==> src/verilog/fabric_pkg.sv <==
package fabric_pkg;

	typedef logic [3:0] track_t;
	typedef logic [31:0] cfg_addr_t;
	typedef logic [31:0] cfg_data_t;
	typedef logic [15:0] tile_id_t;

	typedef logic [2:0] cb_sel_t;
	typedef logic [1:0] sb_sel_t;

	typedef enum logic [1:0] {
		CLB_AND  = 2'd0,
		CLB_OR   = 2'd1,
		CLB_XOR  = 2'd2,
		CLB_NAND = 2'd3
	} clb_op_t;

	typedef logic [1:0] axil_resp_t;

	// Block numbers sit in the upper half of a configuration address.
	localparam logic [15:0] BLK_SB  = 16'd7;
	localparam logic [15:0] BLK_CB0 = 16'd6;
	localparam logic [15:0] BLK_CB1 = 16'd5;
	localparam logic [15:0] BLK_CLB = 16'd4;

	localparam axil_resp_t RESP_OKAY   = 2'b00;
	localparam axil_resp_t RESP_SLVERR = 2'b10;

endpackage

==> src/verilog/clb.sv <==
`timescale 1ns/1ps

module clb import fabric_pkg::*; (
	input  logic    clk,
	input  logic    rst,
	input  logic    cfg_en,
	input  clb_op_t cfg_data,
	input  logic    in0,
	input  logic    in1,
	output logic    out
);

	clb_op_t op;
	logic result;

	always_ff @(posedge clk) begin
		if (rst) begin
			op <= CLB_AND;
		end else if (cfg_en) begin
			op <= cfg_data;
		end
	end

	always_comb begin
		case (op)
			CLB_AND:  result = in0 & in1;
			CLB_OR:   result = in0 | in1;
			CLB_XOR:  result = in0 ^ in1;
			CLB_NAND: result = ~(in0 & in1);
			default:  result = 1'b0;
		endcase
	end

	// One cycle of latency from the operands to out.
	always_ff @(posedge clk) begin
		if (rst) begin
			out <= 1'b0;
		end else begin
			out <= result;
		end
	end

endmodule

==> src/verilog/config_axil_slave.sv <==
`timescale 1ns/1ps

module config_axil_slave import fabric_pkg::*; (
	input  logic       clk,
	input  logic       rst,
	input  cfg_addr_t  awaddr,
	input  logic       awvalid,
	output logic       awready,
	input  cfg_data_t  wdata,
	input  logic [3:0] wstrb,
	input  logic       wvalid,
	output logic       wready,
	output axil_resp_t bresp,
	output logic       bvalid,
	input  logic       bready,
	input  cfg_addr_t  araddr,
	input  logic       arvalid,
	output logic       arready,
	output cfg_data_t  rdata,
	output axil_resp_t rresp,
	output logic       rvalid,
	input  logic       rready,
	output logic       cfg_we,
	output cfg_addr_t  cfg_addr,
	output cfg_data_t  cfg_data
);

	logic wr_accept;
	logic rd_accept;

	// Address and data are taken in the same cycle, and only with no response pending.
	assign wr_accept = awvalid && wvalid && !bvalid;
	assign awready = wr_accept;
	assign wready = wr_accept;

	assign rd_accept = arvalid && !rvalid;
	assign arready = rd_accept;

	assign bresp = RESP_OKAY;
	assign rresp = RESP_SLVERR; // The configuration space is write-only.
	assign rdata = '0;

	always_ff @(posedge clk) begin
		if (rst) begin
			cfg_we <= 1'b0;
			bvalid <= 1'b0;
		end else begin
			cfg_we <= wr_accept; // One-cycle pulse after the accept cycle.
			if (wr_accept) begin
				bvalid <= 1'b1;
			end else if (bready) begin
				bvalid <= 1'b0;
			end
		end
	end

	// Configuration words are always written whole, so wstrb is not looked at.
	always_ff @(posedge clk) begin
		if (wr_accept) begin
			cfg_addr <= awaddr;
			cfg_data <= wdata;
		end
	end

	always_ff @(posedge clk) begin
		if (rst) begin
			rvalid <= 1'b0;
		end else begin
			if (rd_accept) begin
				rvalid <= 1'b1; // Every read gets an error whatever araddr holds.
			end else if (rready) begin
				rvalid <= 1'b0;
			end
		end
	end

endmodule

==> src/verilog/connect_box.sv <==
`timescale 1ns/1ps

module connect_box import fabric_pkg::*; (
	input  logic    clk,
	input  logic    rst,
	input  logic    cfg_en,
	input  cb_sel_t cfg_data,
	input  track_t  track_in,
	input  track_t  track_loop,
	output logic    block_out
);

	cb_sel_t sel;
	logic [7:0] tracks;

	always_ff @(posedge clk) begin
		if (rst) begin
			sel <= '0;
		end else if (cfg_en) begin
			sel <= cfg_data;
		end
	end

	// Selects 0 to 3 pick an input track, 4 to 7 a switch-box output track.
	assign tracks = {track_loop, track_in};

	assign block_out = tracks[sel];

endmodule

==> src/verilog/fabric_top.sv <==
`timescale 1ns/1ps

module fabric_top import fabric_pkg::*; #(
	parameter tile_id_t TILE_ID = 16'd3
) (
	input  logic       clk,
	input  logic       rst,
	input  cfg_addr_t  awaddr,
	input  logic       awvalid,
	output logic       awready,
	input  cfg_data_t  wdata,
	input  logic [3:0] wstrb,
	input  logic       wvalid,
	output logic       wready,
	output axil_resp_t bresp,
	output logic       bvalid,
	input  logic       bready,
	input  cfg_addr_t  araddr,
	input  logic       arvalid,
	output logic       arready,
	output cfg_data_t  rdata,
	output axil_resp_t rresp,
	output logic       rvalid,
	input  logic       rready,
	input  track_t     track_in_0,
	input  track_t     track_in_1,
	input  track_t     track_in_2,
	input  track_t     track_in_3,
	output track_t     track_out_0,
	output track_t     track_out_1,
	output track_t     track_out_2,
	output track_t     track_out_3
);

	logic cfg_we;
	cfg_addr_t cfg_addr;
	cfg_data_t cfg_data;

	config_axil_slave u_cfg (
		.clk      (clk),
		.rst      (rst),
		.awaddr   (awaddr),
		.awvalid  (awvalid),
		.awready  (awready),
		.wdata    (wdata),
		.wstrb    (wstrb),
		.wvalid   (wvalid),
		.wready   (wready),
		.bresp    (bresp),
		.bvalid   (bvalid),
		.bready   (bready),
		.araddr   (araddr),
		.arvalid  (arvalid),
		.arready  (arready),
		.rdata    (rdata),
		.rresp    (rresp),
		.rvalid   (rvalid),
		.rready   (rready),
		.cfg_we   (cfg_we),
		.cfg_addr (cfg_addr),
		.cfg_data (cfg_data)
	);

	pe_tile #(
		.TILE_ID (TILE_ID)
	) u_tile (
		.clk         (clk),
		.rst         (rst),
		.cfg_we      (cfg_we),
		.cfg_addr    (cfg_addr),
		.cfg_data    (cfg_data),
		.track_in_0  (track_in_0),
		.track_in_1  (track_in_1),
		.track_in_2  (track_in_2),
		.track_in_3  (track_in_3),
		.track_out_0 (track_out_0),
		.track_out_1 (track_out_1),
		.track_out_2 (track_out_2),
		.track_out_3 (track_out_3)
	);

endmodule

==> src/verilog/pe_tile.sv <==
`timescale 1ns/1ps

module pe_tile import fabric_pkg::*; #(
	parameter tile_id_t TILE_ID = 16'd3
) (
	input  logic      clk,
	input  logic      rst,
	input  logic      cfg_we,
	input  cfg_addr_t cfg_addr,
	input  cfg_data_t cfg_data,
	input  track_t    track_in_0,
	input  track_t    track_in_1,
	input  track_t    track_in_2,
	input  track_t    track_in_3,
	output track_t    track_out_0,
	output track_t    track_out_1,
	output track_t    track_out_2,
	output track_t    track_out_3
);

	logic tile_hit;
	logic en_sb;
	logic en_cb0;
	logic en_cb1;
	logic en_clb;
	logic op_0;
	logic op_1;
	logic pe_out;

	// Writes to another tile or an unknown block enable nothing.
	assign tile_hit = cfg_we && (cfg_addr[15:0] == TILE_ID);

	assign en_sb  = tile_hit && (cfg_addr[31:16] == BLK_SB);
	assign en_cb0 = tile_hit && (cfg_addr[31:16] == BLK_CB0);
	assign en_cb1 = tile_hit && (cfg_addr[31:16] == BLK_CB1);
	assign en_clb = tile_hit && (cfg_addr[31:16] == BLK_CLB);

	connect_box cb0 (
		.clk        (clk),
		.rst        (rst),
		.cfg_en     (en_cb0),
		.cfg_data   (cb_sel_t'(cfg_data[2:0])),
		.track_in   (track_in_0),
		.track_loop (track_out_0),
		.block_out  (op_0)
	);

	connect_box cb1 (
		.clk        (clk),
		.rst        (rst),
		.cfg_en     (en_cb1),
		.cfg_data   (cb_sel_t'(cfg_data[2:0])),
		.track_in   (track_in_1),
		.track_loop (track_out_1),
		.block_out  (op_1)
	);

	switch_box sb (
		.clk         (clk),
		.rst         (rst),
		.cfg_en      (en_sb),
		.cfg_data    (cfg_data),
		.track_in_0  (track_in_0),
		.track_in_1  (track_in_1),
		.track_in_2  (track_in_2),
		.track_in_3  (track_in_3),
		.pe_out      (pe_out),
		.track_out_0 (track_out_0),
		.track_out_1 (track_out_1),
		.track_out_2 (track_out_2),
		.track_out_3 (track_out_3)
	);

	// The registered output here breaks the loop through the switch box.
	clb compute_block (
		.clk      (clk),
		.rst      (rst),
		.cfg_en   (en_clb),
		.cfg_data (clb_op_t'(cfg_data[1:0])),
		.in0      (op_0),
		.in1      (op_1),
		.out      (pe_out)
	);

endmodule

==> src/verilog/switch_box.sv <==
`timescale 1ns/1ps

module switch_box import fabric_pkg::*; (
	input  logic      clk,
	input  logic      rst,
	input  logic      cfg_en,
	input  cfg_data_t cfg_data,
	input  track_t    track_in_0,
	input  track_t    track_in_1,
	input  track_t    track_in_2,
	input  track_t    track_in_3,
	input  logic      pe_out,
	output track_t    track_out_0,
	output track_t    track_out_1,
	output track_t    track_out_2,
	output track_t    track_out_3
);

	cfg_data_t cfg;
	track_t in_side [4];
	track_t out_side [4];

	always_ff @(posedge clk) begin
		if (rst) begin
			cfg <= '0; // Every output routes pe_out.
		end else if (cfg_en) begin
			cfg <= cfg_data;
		end
	end

	assign in_side[0] = track_in_0;
	assign in_side[1] = track_in_1;
	assign in_side[2] = track_in_2;
	assign in_side[3] = track_in_3;

	for (genvar s = 0; s < 4; s++) begin : g_side
		for (genvar t = 0; t < 4; t++) begin : g_track
			sb_sel_t sel;
			logic [3:0] src;

			// Field of output side s, track t.
			assign sel = cfg[(4 * s + t) * 2 +: 2];

			// Sources count sides onward from s, wrapping at four.
			assign src = {
				in_side[(s + 3) % 4][t],
				in_side[(s + 2) % 4][t],
				in_side[(s + 1) % 4][t],
				pe_out
			};

			assign out_side[s][t] = src[sel];
		end
	end

	assign track_out_0 = out_side[0];
	assign track_out_1 = out_side[1];
	assign track_out_2 = out_side[2];
	assign track_out_3 = out_side[3];

endmodule
==> config.mk <==
export PLATFORM = sky130hd
export DESIGN_NAME = fabric_top
export DESIGN_NICKNAME = d
export VERILOG_FILES = /design/src/verilog/fabric_pkg.sv /design/src/verilog/clb.sv /design/src/verilog/config_axil_slave.sv /design/src/verilog/connect_box.sv /design/src/verilog/fabric_top.sv /design/src/verilog/pe_tile.sv /design/src/verilog/switch_box.sv
export SDC_FILE = /design/constraint.sdc
export NUM_CORES = 1
export LEC_CHECK = 0
export ABC_AREA = 1
export BUFFER_PORTS_ARGS = -buffer_cell sky130_fd_sc_hd__buf_4
export CELL_PAD_IN_SITES_DETAIL_PLACEMENT = 2
export CELL_PAD_IN_SITES_GLOBAL_PLACEMENT = 2
export CORE_UTILIZATION = 26
export DETAILED_ROUTE_END_ITERATION = 7
export PLACE_DENSITY_LB_ADDON = 0.1
export SLEW_MARGIN = 40
export SYNTH_ARGS = -nofsm -noshare
export SYNTH_HDL_FRONTEND = slang
export SYNTH_HIERARCHICAL = 1
export SYNTH_SLANG_ARGS = --single-unit
==> constraint.sdc <==
create_clock -name clk -period 3.2 [get_ports clk]
set_input_delay 0.64 -clock clk [delete_from_list [all_inputs] [get_ports clk]]
set_output_delay 0.64 -clock clk [all_outputs]
set_load 0.05 [all_outputs]
# Word level (Yosys, flattened, before mapping)
# Index checks and enable logic that the tools add are counted.
[totals]
wordCells = 94
regBits = 108
output_inout_bits = 57
[classes]
eq_ne = 8
reduce_logical = 13
n_bitwise = 4
n_lt_le_gt_ge = 18
muxes = 41
[ops]
columns = ["operator", "count"]
rows = [
  ["equality test 16 x 3 -> 1 bit (second input constant)", 4],
  ["< comparator 2 x 3 -> 1 bit (second input constant)", 16],
  ["binary-select mux 1 bit (select 2 bit)", 16],
  ["two-way mux 1 bit", 22],
  ["equality test 16 x 2 -> 1 bit (second input constant)", 1],
  ["logical AND 1 bit", 8],
  ["< comparator 3 x 4 -> 1 bit (second input constant)", 2],
  ["binary-select mux 1 bit (select 3 bit)", 2],
  ["equality test 2 bit (second input constant)", 2],
  ["one-hot mux 1 bit (4 select lines)", 1],
  ["nonzero test 2 bit", 2],
  ["equality test 2 x 1 -> 1 bit (second input constant)", 1],
  ["zero test 1 bit", 2],
  ["zero test 2 bit", 1],
  ["AND 1 bit", 1],
  ["inverter 1 bit", 1],
  ["bitwise OR 1 bit", 1],
  ["bitwise XOR 1 bit", 1],
]

# Depth between registers and ports, before layout
# Gate-level depths: netlist of the first run.
[logic_depth]
ltp_word = 7
ltp_mapped = 18

# By module
# Netlist of the first run, hierarchy kept.
[by_module_without_submodules]
columns = ["module", "seq_area_each_um2", "instances", "area_per_inst_um2", "cells_per_inst"]
rows = [
  ["config_axil_slave", 1981.9, 1, 2323.5, 119],
  ["switch_box", 640.6, 1, 2011.9, 301],
  ["connect_box", 60.1, 2, 210.2, 38],
  ["pe_tile", 0.0, 1, 170.2, 38],
  ["clb", 60.1, 1, 166.4, 25],
]

# Worst setup path before layout of the first run
# OpenSTA, ideal clock, no wires.
[synth_timing]
kind = "input port to output port"
startpoint = "input awvalid"
endpoint = "output wready"
slack_ns = -0.652
stages = 3
arrival_ns = 3.212
cell_sequence = "nand2_1 -> nor2_2 -> buf_4"
[synth_between]
elab_chain_cells = 2
[synth_rtl]
columns = ["item", "line", "text"]
rows = [
  ["from (decl)", "fabric_top.sv:9", "input logic awvalid,"],
  ["logical AND 1 bit (2 in series)", "config_axil_slave.sv:32", "assign wr_accept = awvalid && wvalid && !bvalid;"],
  ["to (decl)", "fabric_top.sv:14", "output logic wready,"],
]
# Every way passes these cells.

# Worst setup path in the final report of the first run
[layout_timing]
startpoint = "register u_tile.compute_block.out"
endpoint = "output track_out_1[2]"
[layout_between]
elab_chain_cells = 2
[layout_rtl]
columns = ["item", "line", "text"]
rows = [
  ["from (decl)", "clb.sv:10", "output logic out"],
  ["from (signal assigned)", "clb.sv:39", "out <= result;"],
  ["binary-select mux 1 bit (select 2 bit)", "switch_box.sv:52", "assign out_side[s][t] = src[sel];"],
  ["two-way mux 1 bit (not written as such)", "switch_box.sv:52", ""],
  ["to (decl)", "fabric_top.sv:30", "output track_t track_out_1,"],
]
# Every way passes these cells. The select of a mux whose other input is x is not followed.

==> summary by stage, run 1 <==
Final layout
After routing the design area is 0.00630 sq mm. The library cell used most frequently in the layout, excluding fill and tap cells, is nand2_1. The share of final-layout standard cells stronger than drive strength 1 is 29.5%.

The repair_antennas step left the layout with diodes totalling 0. Excluding fillers, the count of instances in the completed layout stands at 932. The net count of the finished layout is 792. Leaving out fill and tap cells, the most frequent cells in the layout are 155 x nand2_1, 111 x buf_4, 84 x inv_1.

Measured on the finished design, the core utilization comes to 33.2%. Compared with the post-synthesis result, the final layout area differs by 23.8%.

Critical path
Among the stages of the critical path, the cell type that occurs most often is nand2_1. The number of buffers and inverters on the critical path is 2. The cell family contributing the most delay on the critical path is buffers and inverters.

At the worst endpoint, the arrival time is 1.61 ns. The critical path launch point type is a flop. The highest cell delay on the worst timing path is 0.43 ns.

Traced cell by cell, the critical path runs through inv_1 > nand2_1 > nand3_1 > nand2_1 > buf_4. The highest fanout seen on the critical path is 16. The endpoint type of the worst setup path is an output port. The type of the worst setup path is reg2out.

The worst path required time is 2.56 ns. The largest individual stage delay along the critical path comes from the cell inv_1.

Synthesis
The average cell area after synthesis is 9.11 sq um. Counting flops with an async set or reset pin after synthesis yields a share of 0%. In this run the cell area of the synthesized design comes to 0.00509 sq mm. The number of distinct library cells after synthesis is 25. In the post-synthesis netlist, the biggest area contributors are edfxtp_1 38%, dfxtp_1 17%, nand2_1 11%.

The biggest area consumer among synthesized cells is edfxtp_1. After technology mapping, the gate count stands at 559. The Yosys step of the flow raised 6 warnings. The register bit count reported by yosys is 108.

Yosys mapped a number of flops with a built-in enable equal to 64. The share of the synthesized area in the top cell type is 37.7%. For this run, the leading register cell type out of synthesis is edfxtp_1. The fraction of the yosys area taken by sequential cells is 55.0%.

Place
The placed instance area is 0.00598 sq mm. The post-DP HPWL is 10.2 mm. Input and output buffers added on the ports amount to 107. Once placement completed, the tool counted placed cells totaling 916. The global placement routability congestion is 0.747.

Drt
The number of DRC markers in iteration 0 is 81. Using the TritonRoute via totals, the vias-per-cell ratio works out to 4.12. The average wire per standard cell is 14.4 microns.

The count of unresolved DRC violations after routing is 0. The first-pass iteration count of the detailed router is 4. Summed over all layers, the routed wires come to 13.4 mm.

The via count of the routed design is 3840. The number of nets with antenna violations after routing is 0.

GRT
Summed over all layers, the global routing overflow is 0. The via count of the first global-routing pass came to 4108. The global-route wire length before repair is 21.1 mm. The initial antenna violation count is 0. The total routing usage reported by global routing is 14.0%. Entering global routing, the biggest net connects 42 pins.

Clocking
The clock tree from TritonCTS is yes. The number of setup buffers added after CTS is 0. Once the clock tree was built, the resizer swapped 0 gates to a different size. The clock network latency to the later pin of the worst-skew pair is 0.37 ns.

The depth of the CTS H-tree is 3. In this run, CTS created clock tree buffers numbering 9. The clock passes through at most 2 buffers. After clock tree synthesis, the clock-pin slew on the worst setup and hold paths is 0.09 ns.

The count of hold-fix buffers inserted at cts is 0. The tree is rooted in a clkbuf_16. The clock sink count is 108.

Power
The analysis attributes to net switching a power of 856 uW. The share of total power consumed by net switching is 28.1%. Power spread over the standard cell area amounts to 484 mW/mm^2. The leakage dissipation is 0.00259 uW. The sum of internal, switching and leakage power is 3050 uW.

The internal portion of the total power is 2190 uW. The proportion of power drawn by flip-flops and latches is 50.2%. The share of total power dissipated in the clock network is 38.7%. Across the VDD grid, the largest voltage drop is 0.331 mV. Combinational logic burns 11.1% of the power.

Job
The tool flagged a number of max-cap violations equal to 0.

STA
For this run, the top clock speed supported by timing is 444 MHz. The final setup skew is 0.0203 ns. Setup repair after global routing left no endpoint under its margin.

The post-layout minimum cycle time is 2.25 ns. The number of max-slew violations in the final report is 0. The number of endpoints with negative hold slack in the final report is 0. For the final routed database, the setup TNS stands at 0 ns. Dividing the final minimum period by the clock period gives 70.5%. The tightest slew margin relative to the limit is 48.5%.

The final-report setup violation count is 0. At the pin with the least slew margin, the transition time is 0.772 ns.

Floorplan
The height of the chip is 142 microns. The top-level port count is 180. The floorplan die area is 0.0201 sq mm. From left edge to right edge, the die measures 142 microns.

The initialized floorplan defines 50 standard-cell rows. The initial core utilization is 26.9%. The placeable core region is 0.0190 sq mm.

Outcome
The flow ran to the end, and the final reports show no timing, DRC or antenna violations.

Min path
The class of the tightest hold or removal check is in2reg.
through the flow:
stage	setup slack (ns)	hold slack, ns
3_3_place_gp	0.981	0.463
3_5_place_dp	0.958	0.478
4_1_cts	0.815	0.419
2_1_floorplan	0.276	0.444
5_1_grt	0.775	0.414
6_report	0.945	0.440
power groups by stage:
stage / Sequential, uW / Combinational (uW) / Clock, uW
final: 1530 / 339 / 1180
after global routing: 1530 / 365 / 1290
after CTS: 1530 / 346 / 1240
after detailed placement: 1560 / 346 / 0
after global placement: 1560 / 338 / 0
after floorplan: 1560 / 236 / 0
flip-flops by register name, summed over array words and instances, names as in the netlist:
signal                    count
u_cfg/cfg_we                  1
u_tile/sb/cfg                32
u_cfg/rvalid                  1
u_cfg/cfg_data               32
u_tile/cb1/sel                3
u_cfg/cfg_addr               32
u_tile/compute_block/op       2
u_tile/cb0/sel                3
u_cfg/bvalid                  1
u_tile/compute_block/out      1
routing by layer:
layer	global-route usage [%]	vias up	share of wire, %
li1	-	1899	-
met1	16.1	1838	43
met2	25.3	94	51
met3	3.90	9	4.5
met4	3.40	0	0.93
met5	0	-	0
Yosys cell counts (all sizes together) (6+ instances only):
cell,n
nand2,187
inv,88
edfxtp,64
buf,48
nand3,46
dfxtp,44
a21oi,35
nor2,31
a211oi,6
cell families (layout without fill, tap and decap cells):
family                     after synthesis  in the layout  synth area share, %
adders and majority gates                2              2                0.491
DFF                                    108            108                 55.0
other                                    2             36                0.147
AOI/OAI and AO/OA                       43             43                 6.73
buffers and inverters                  136            215                 14.6
and+or+nand+nor                        268            268                 23.0
worst paths after layout:
check | to | start | slack [ns] | depth (start not counted)
max | track_out_1[2] | u_tile/compute_block/out$_SDFF_PP0_ | 0.95 | 5
min | u_cfg/cfg_addr[10]$_DFFE_PP_ | awaddr[10] | 0.44 | 1
max reg2reg | u_tile/sb/cfg[9]$_SDFFE_PP0P_ | u_cfg/cfg_addr[7]$_DFFE_PP_ | 1.00 | 8
min reg2reg | u_tile/compute_block/op[1]$_SDFFE_PP0P_ | u_tile/compute_block/op[1]$_SDFFE_PP0P_ | 0.48 | 2
cell type report:
type / count / area, sq um
Timing Repair Buffer: 111 / 833
Clock inverter: 7 / 96.3
Inverter: 88 / 338
Clock buffer: 9 / 225
Sequential cell: 108 / 2800
Fill cell: 2156 / 12700
Multi-Input combinational cell: 349 / 1680
Tap cell: 260 / 325
No activity file was read; power rests on OpenSTA's default activity.
==> inputs of run 2 (changes only) <==
Settings changed: CORE_UTILIZATION 26 to 29.
Clock period 3.2 ns to 2.2 ns, I/O delays scaled along.
==> run 2 against run 1 <==
  * Sequential cell count did not move
  * Setup slack got worse by 0.67 ns
  * Total power rose by 48%
  * Clock skew fell by 0.0087 ns
  * Global-route usage rose by 1.8 points
  * Via count rose by 1.1%
  * Non-clock buffer count rose by 4
  * Critical endpoint is now u_tile/compute_block/out$_SDFF_PP0_
  * Largest power group unchanged
  * Highest routed layer unchanged
==> summary by stage, run 2 (same netlist as run 1, synthesis figures left out) <==
Outcome
The run finished with clean final reports.

Clocking
Clock tree synthesis found a total of 108 sinks. TritonCTS built the clock tree. After clock tree synthesis, the setup repair step added 0 buffers. The depth of the CTS H-tree is 3. Clock tree synthesis inserted a total of 9 buffers. The count of hold-fix buffers inserted at cts is 0. The quantity of gates resized following cts is 0. For the worst-skew pair, the clock arrives at the later sink with an insertion delay of 0.36 ns. In this run the deepest clock path goes through 2 buffers.

Clock-pin slew was measured on the worst setup and hold paths at 0.08 ns. The master cell of the clock root buffer is clkbuf_16.

Drt
The first-pass iteration count of the detailed router is 4. After detailed routing, the wire length on met1 is 5.92 mm. For this block, the routed nets add up to 13.4 mm of wire. The routed via count divided by cell count is 4.31.

The via count of the routed design is 3882. The detailed router used layers up to and including met4. The average wire per standard cell is 14.9 microns.

The met3 wirelength from detailed routing is 480 microns. The number of DRC markers in iteration 0 is 93. The count of unresolved DRC violations after routing is 0. The number of nets with antenna violations after routing is 0. Detailed routing placed a total of 6.86 mm of wire on met2.

STA
The sum of negative setup slack is 0 ns. The actual transition at the worst max-transition pin is 0.554 ns. The number of max-slew violations in the final report is 0. The post-layout minimum cycle time is 1.93 ns. Setup repair after global routing left no endpoint under its margin.

The tightest slew margin relative to the limit is 63.1%. The fmax is 519 MHz. The hold slack is 0.248 ns. Dividing the final minimum period by the clock period gives 87.6%.

The number of endpoints with negative hold slack in the final report is 0. The final-report setup violation count is 0. The final setup skew is 0.0116 ns.

GRT
The initial antenna violation count was 0. The global-route wire length before repair is 21.4 mm. The total routing usage reported by global routing is 15.7%. Entering global routing, the biggest net connects 35 pins.

The leftover overflow at the end of global routing is 0. The via count of the first global-routing pass is 4199.

Final layout
The library cells used most frequently in the layout, excluding fill and tap cells, are 153 x nand2_1, 113 x buf_4, 84 x inv_1. The area growth from synthesis to layout is 24.5%. The number of inserted filler cells in the final layout is 1937. The number of diodes is 0. The total number of nets in the final design is 796. The sequential cell area is 0.00280 sq mm.

Summing all multi-input logic gate instances after layout gives 0.00170 sq mm. The final cell count without fillers is 901. The most common cell after layout, fill and taps aside is nand2_1. The largest registers in the layout are u_cfg/cfg_addr: 32 flops, u_cfg/cfg_data: 32 flops, u_tile/sb/cfg: 32 flops.

The share of final-layout standard cells stronger than drive strength 1 is 30.3%.

Floorplan
The floorplan die area is 0.0181 sq mm. The total area inside the core boundary comes to 0.0172 sq mm. The die span in x is 135 microns. Once the floorplan was initialized, standard cells occupied 29.5% of the core. The top-level port count is 180. The height of the chip is 135 microns.

The floorplan row count is 48.

Critical path
Data arrives at the worst endpoint at 2.18 ns. At the worst endpoint, the required time is 2.45 ns. The number of cells on the worst reg-to-reg path is 17. The worst setup path is of the reg2reg kind.

The origin of the critical flop-to-flop path is u_tile/compute_block/out$_SDFF_PP0_. STA classifies the critical path endpoint as a flop. In this run the critical register-to-register path is captured at u_tile/compute_block/out$_SDFF_PP0_. Of all nets on the critical path, the largest fanout is 16. In this run the register-to-register setup slack is 0.27 ns. STA classifies the critical path startpoint as a flop.

Place
The placed cell count is 885. The post-DP HPWL is 10.2 mm. The global placement routability congestion is 0.769.

The count of input and output buffers is 107.

Power
The power density over cell area is 711 mW/mm^2. The design draws 4510 uW. In this run the static leakage power is 0.00262 uW. IR analysis of the VDD net gives a maximum drop of 0.329 mV.

Min path
For hold timing, the worst endpoint is u_cfg/cfg_data[8]$_DFFE_PP_. The class of the tightest hold or removal check is in2reg. In this run the most critical hold path is launched from wdata[8].

The hold-critical path depth is 1.

Job
Max-cap violations in this run came to 0.
## run 2: cell types whose count changed in the layout (fill, tap and decap cells not counted), sizes merged
| cell | before | now |
|---|---|---|
| buf | 111 | 115 |
| clkinv | 4 | 3 |
| bufinv | 0 | 1 |
## run 2: how the worst max path moves through the flow
| stage | cells past startpoint | endpoint | startpoint |
|---|---|---|---|
| after floorplan | 3 | wready | awvalid |
| after global placement | 17 | u_tile/compute_block/out$_SDFF_PP0_ | track_in_3[3] |
| after detailed placement | 17 | u_tile/compute_block/out$_SDFF_PP0_ | track_in_1[3] |
| after CTS | 17 | u_tile/compute_block/out$_SDFF_PP0_ | u_tile/compute_block/out$_SDFF_PP0_ |
| after global routing | 17 | u_tile/compute_block/out$_SDFF_PP0_ | u_tile/compute_block/out$_SDFF_PP0_ |
| final | 17 | u_tile/compute_block/out$_SDFF_PP0_ | u_tile/compute_block/out$_SDFF_PP0_ |
## run 2: final cells by class
cell class	instances	area share, %
flip-flops and latches	108	44.2
multi-input cells	349	26.8
well taps	225	4.44
inverters	88	5.33
repair buffers	115	14.0
clock inverters	7	1.62
clock buffers	9	3.55
## run 2: through the flow
step                      setup WS, ns  area (sq um)  utilization [%]
after global placement           0.206          6010             34.9
after CTS                        0.218          6340             36.8
after global routing           0.00256          6340             36.8
final                            0.273          6340             36.8
after detailed placement         0.134          6010             34.9
after floorplan                 -0.298          5240                -
## run 2: worst max-delay path, stage by stage, from the launching register on
cell and delay, ns:
dfxtp_1 0.31, inv_1 0.06, buf_12 0.15, nand2_1 0.07
nand3_1 0.07, nand2_1 0.11, inv_1 0.08, nand2_1 0.06
nand3_1 0.07, nand2_1 0.07, nand2_1 0.05, nand2_1 0.10
inv_1 0.05, ha_1 0.27, nand2_1 0.08, nand2_1 0.07
nor2_1 0.10, nor2_1 0.06
## run 2: routing by layer
metal / GRT usage [%] / up-vias
li1: - / 1907
met1: 19.0 / 1875
met2: 28.1 / 93
met3: 3.72 / 7
met4: 3.75 / 0
met5: 0 / -
## run 2: where the power goes
group	total, uW	internal (uW)	switching (uW)
Clock	1770	926	847
Combinational	512	160	352
Sequential	2230	2200	20.3
Total	4510	3290	1220
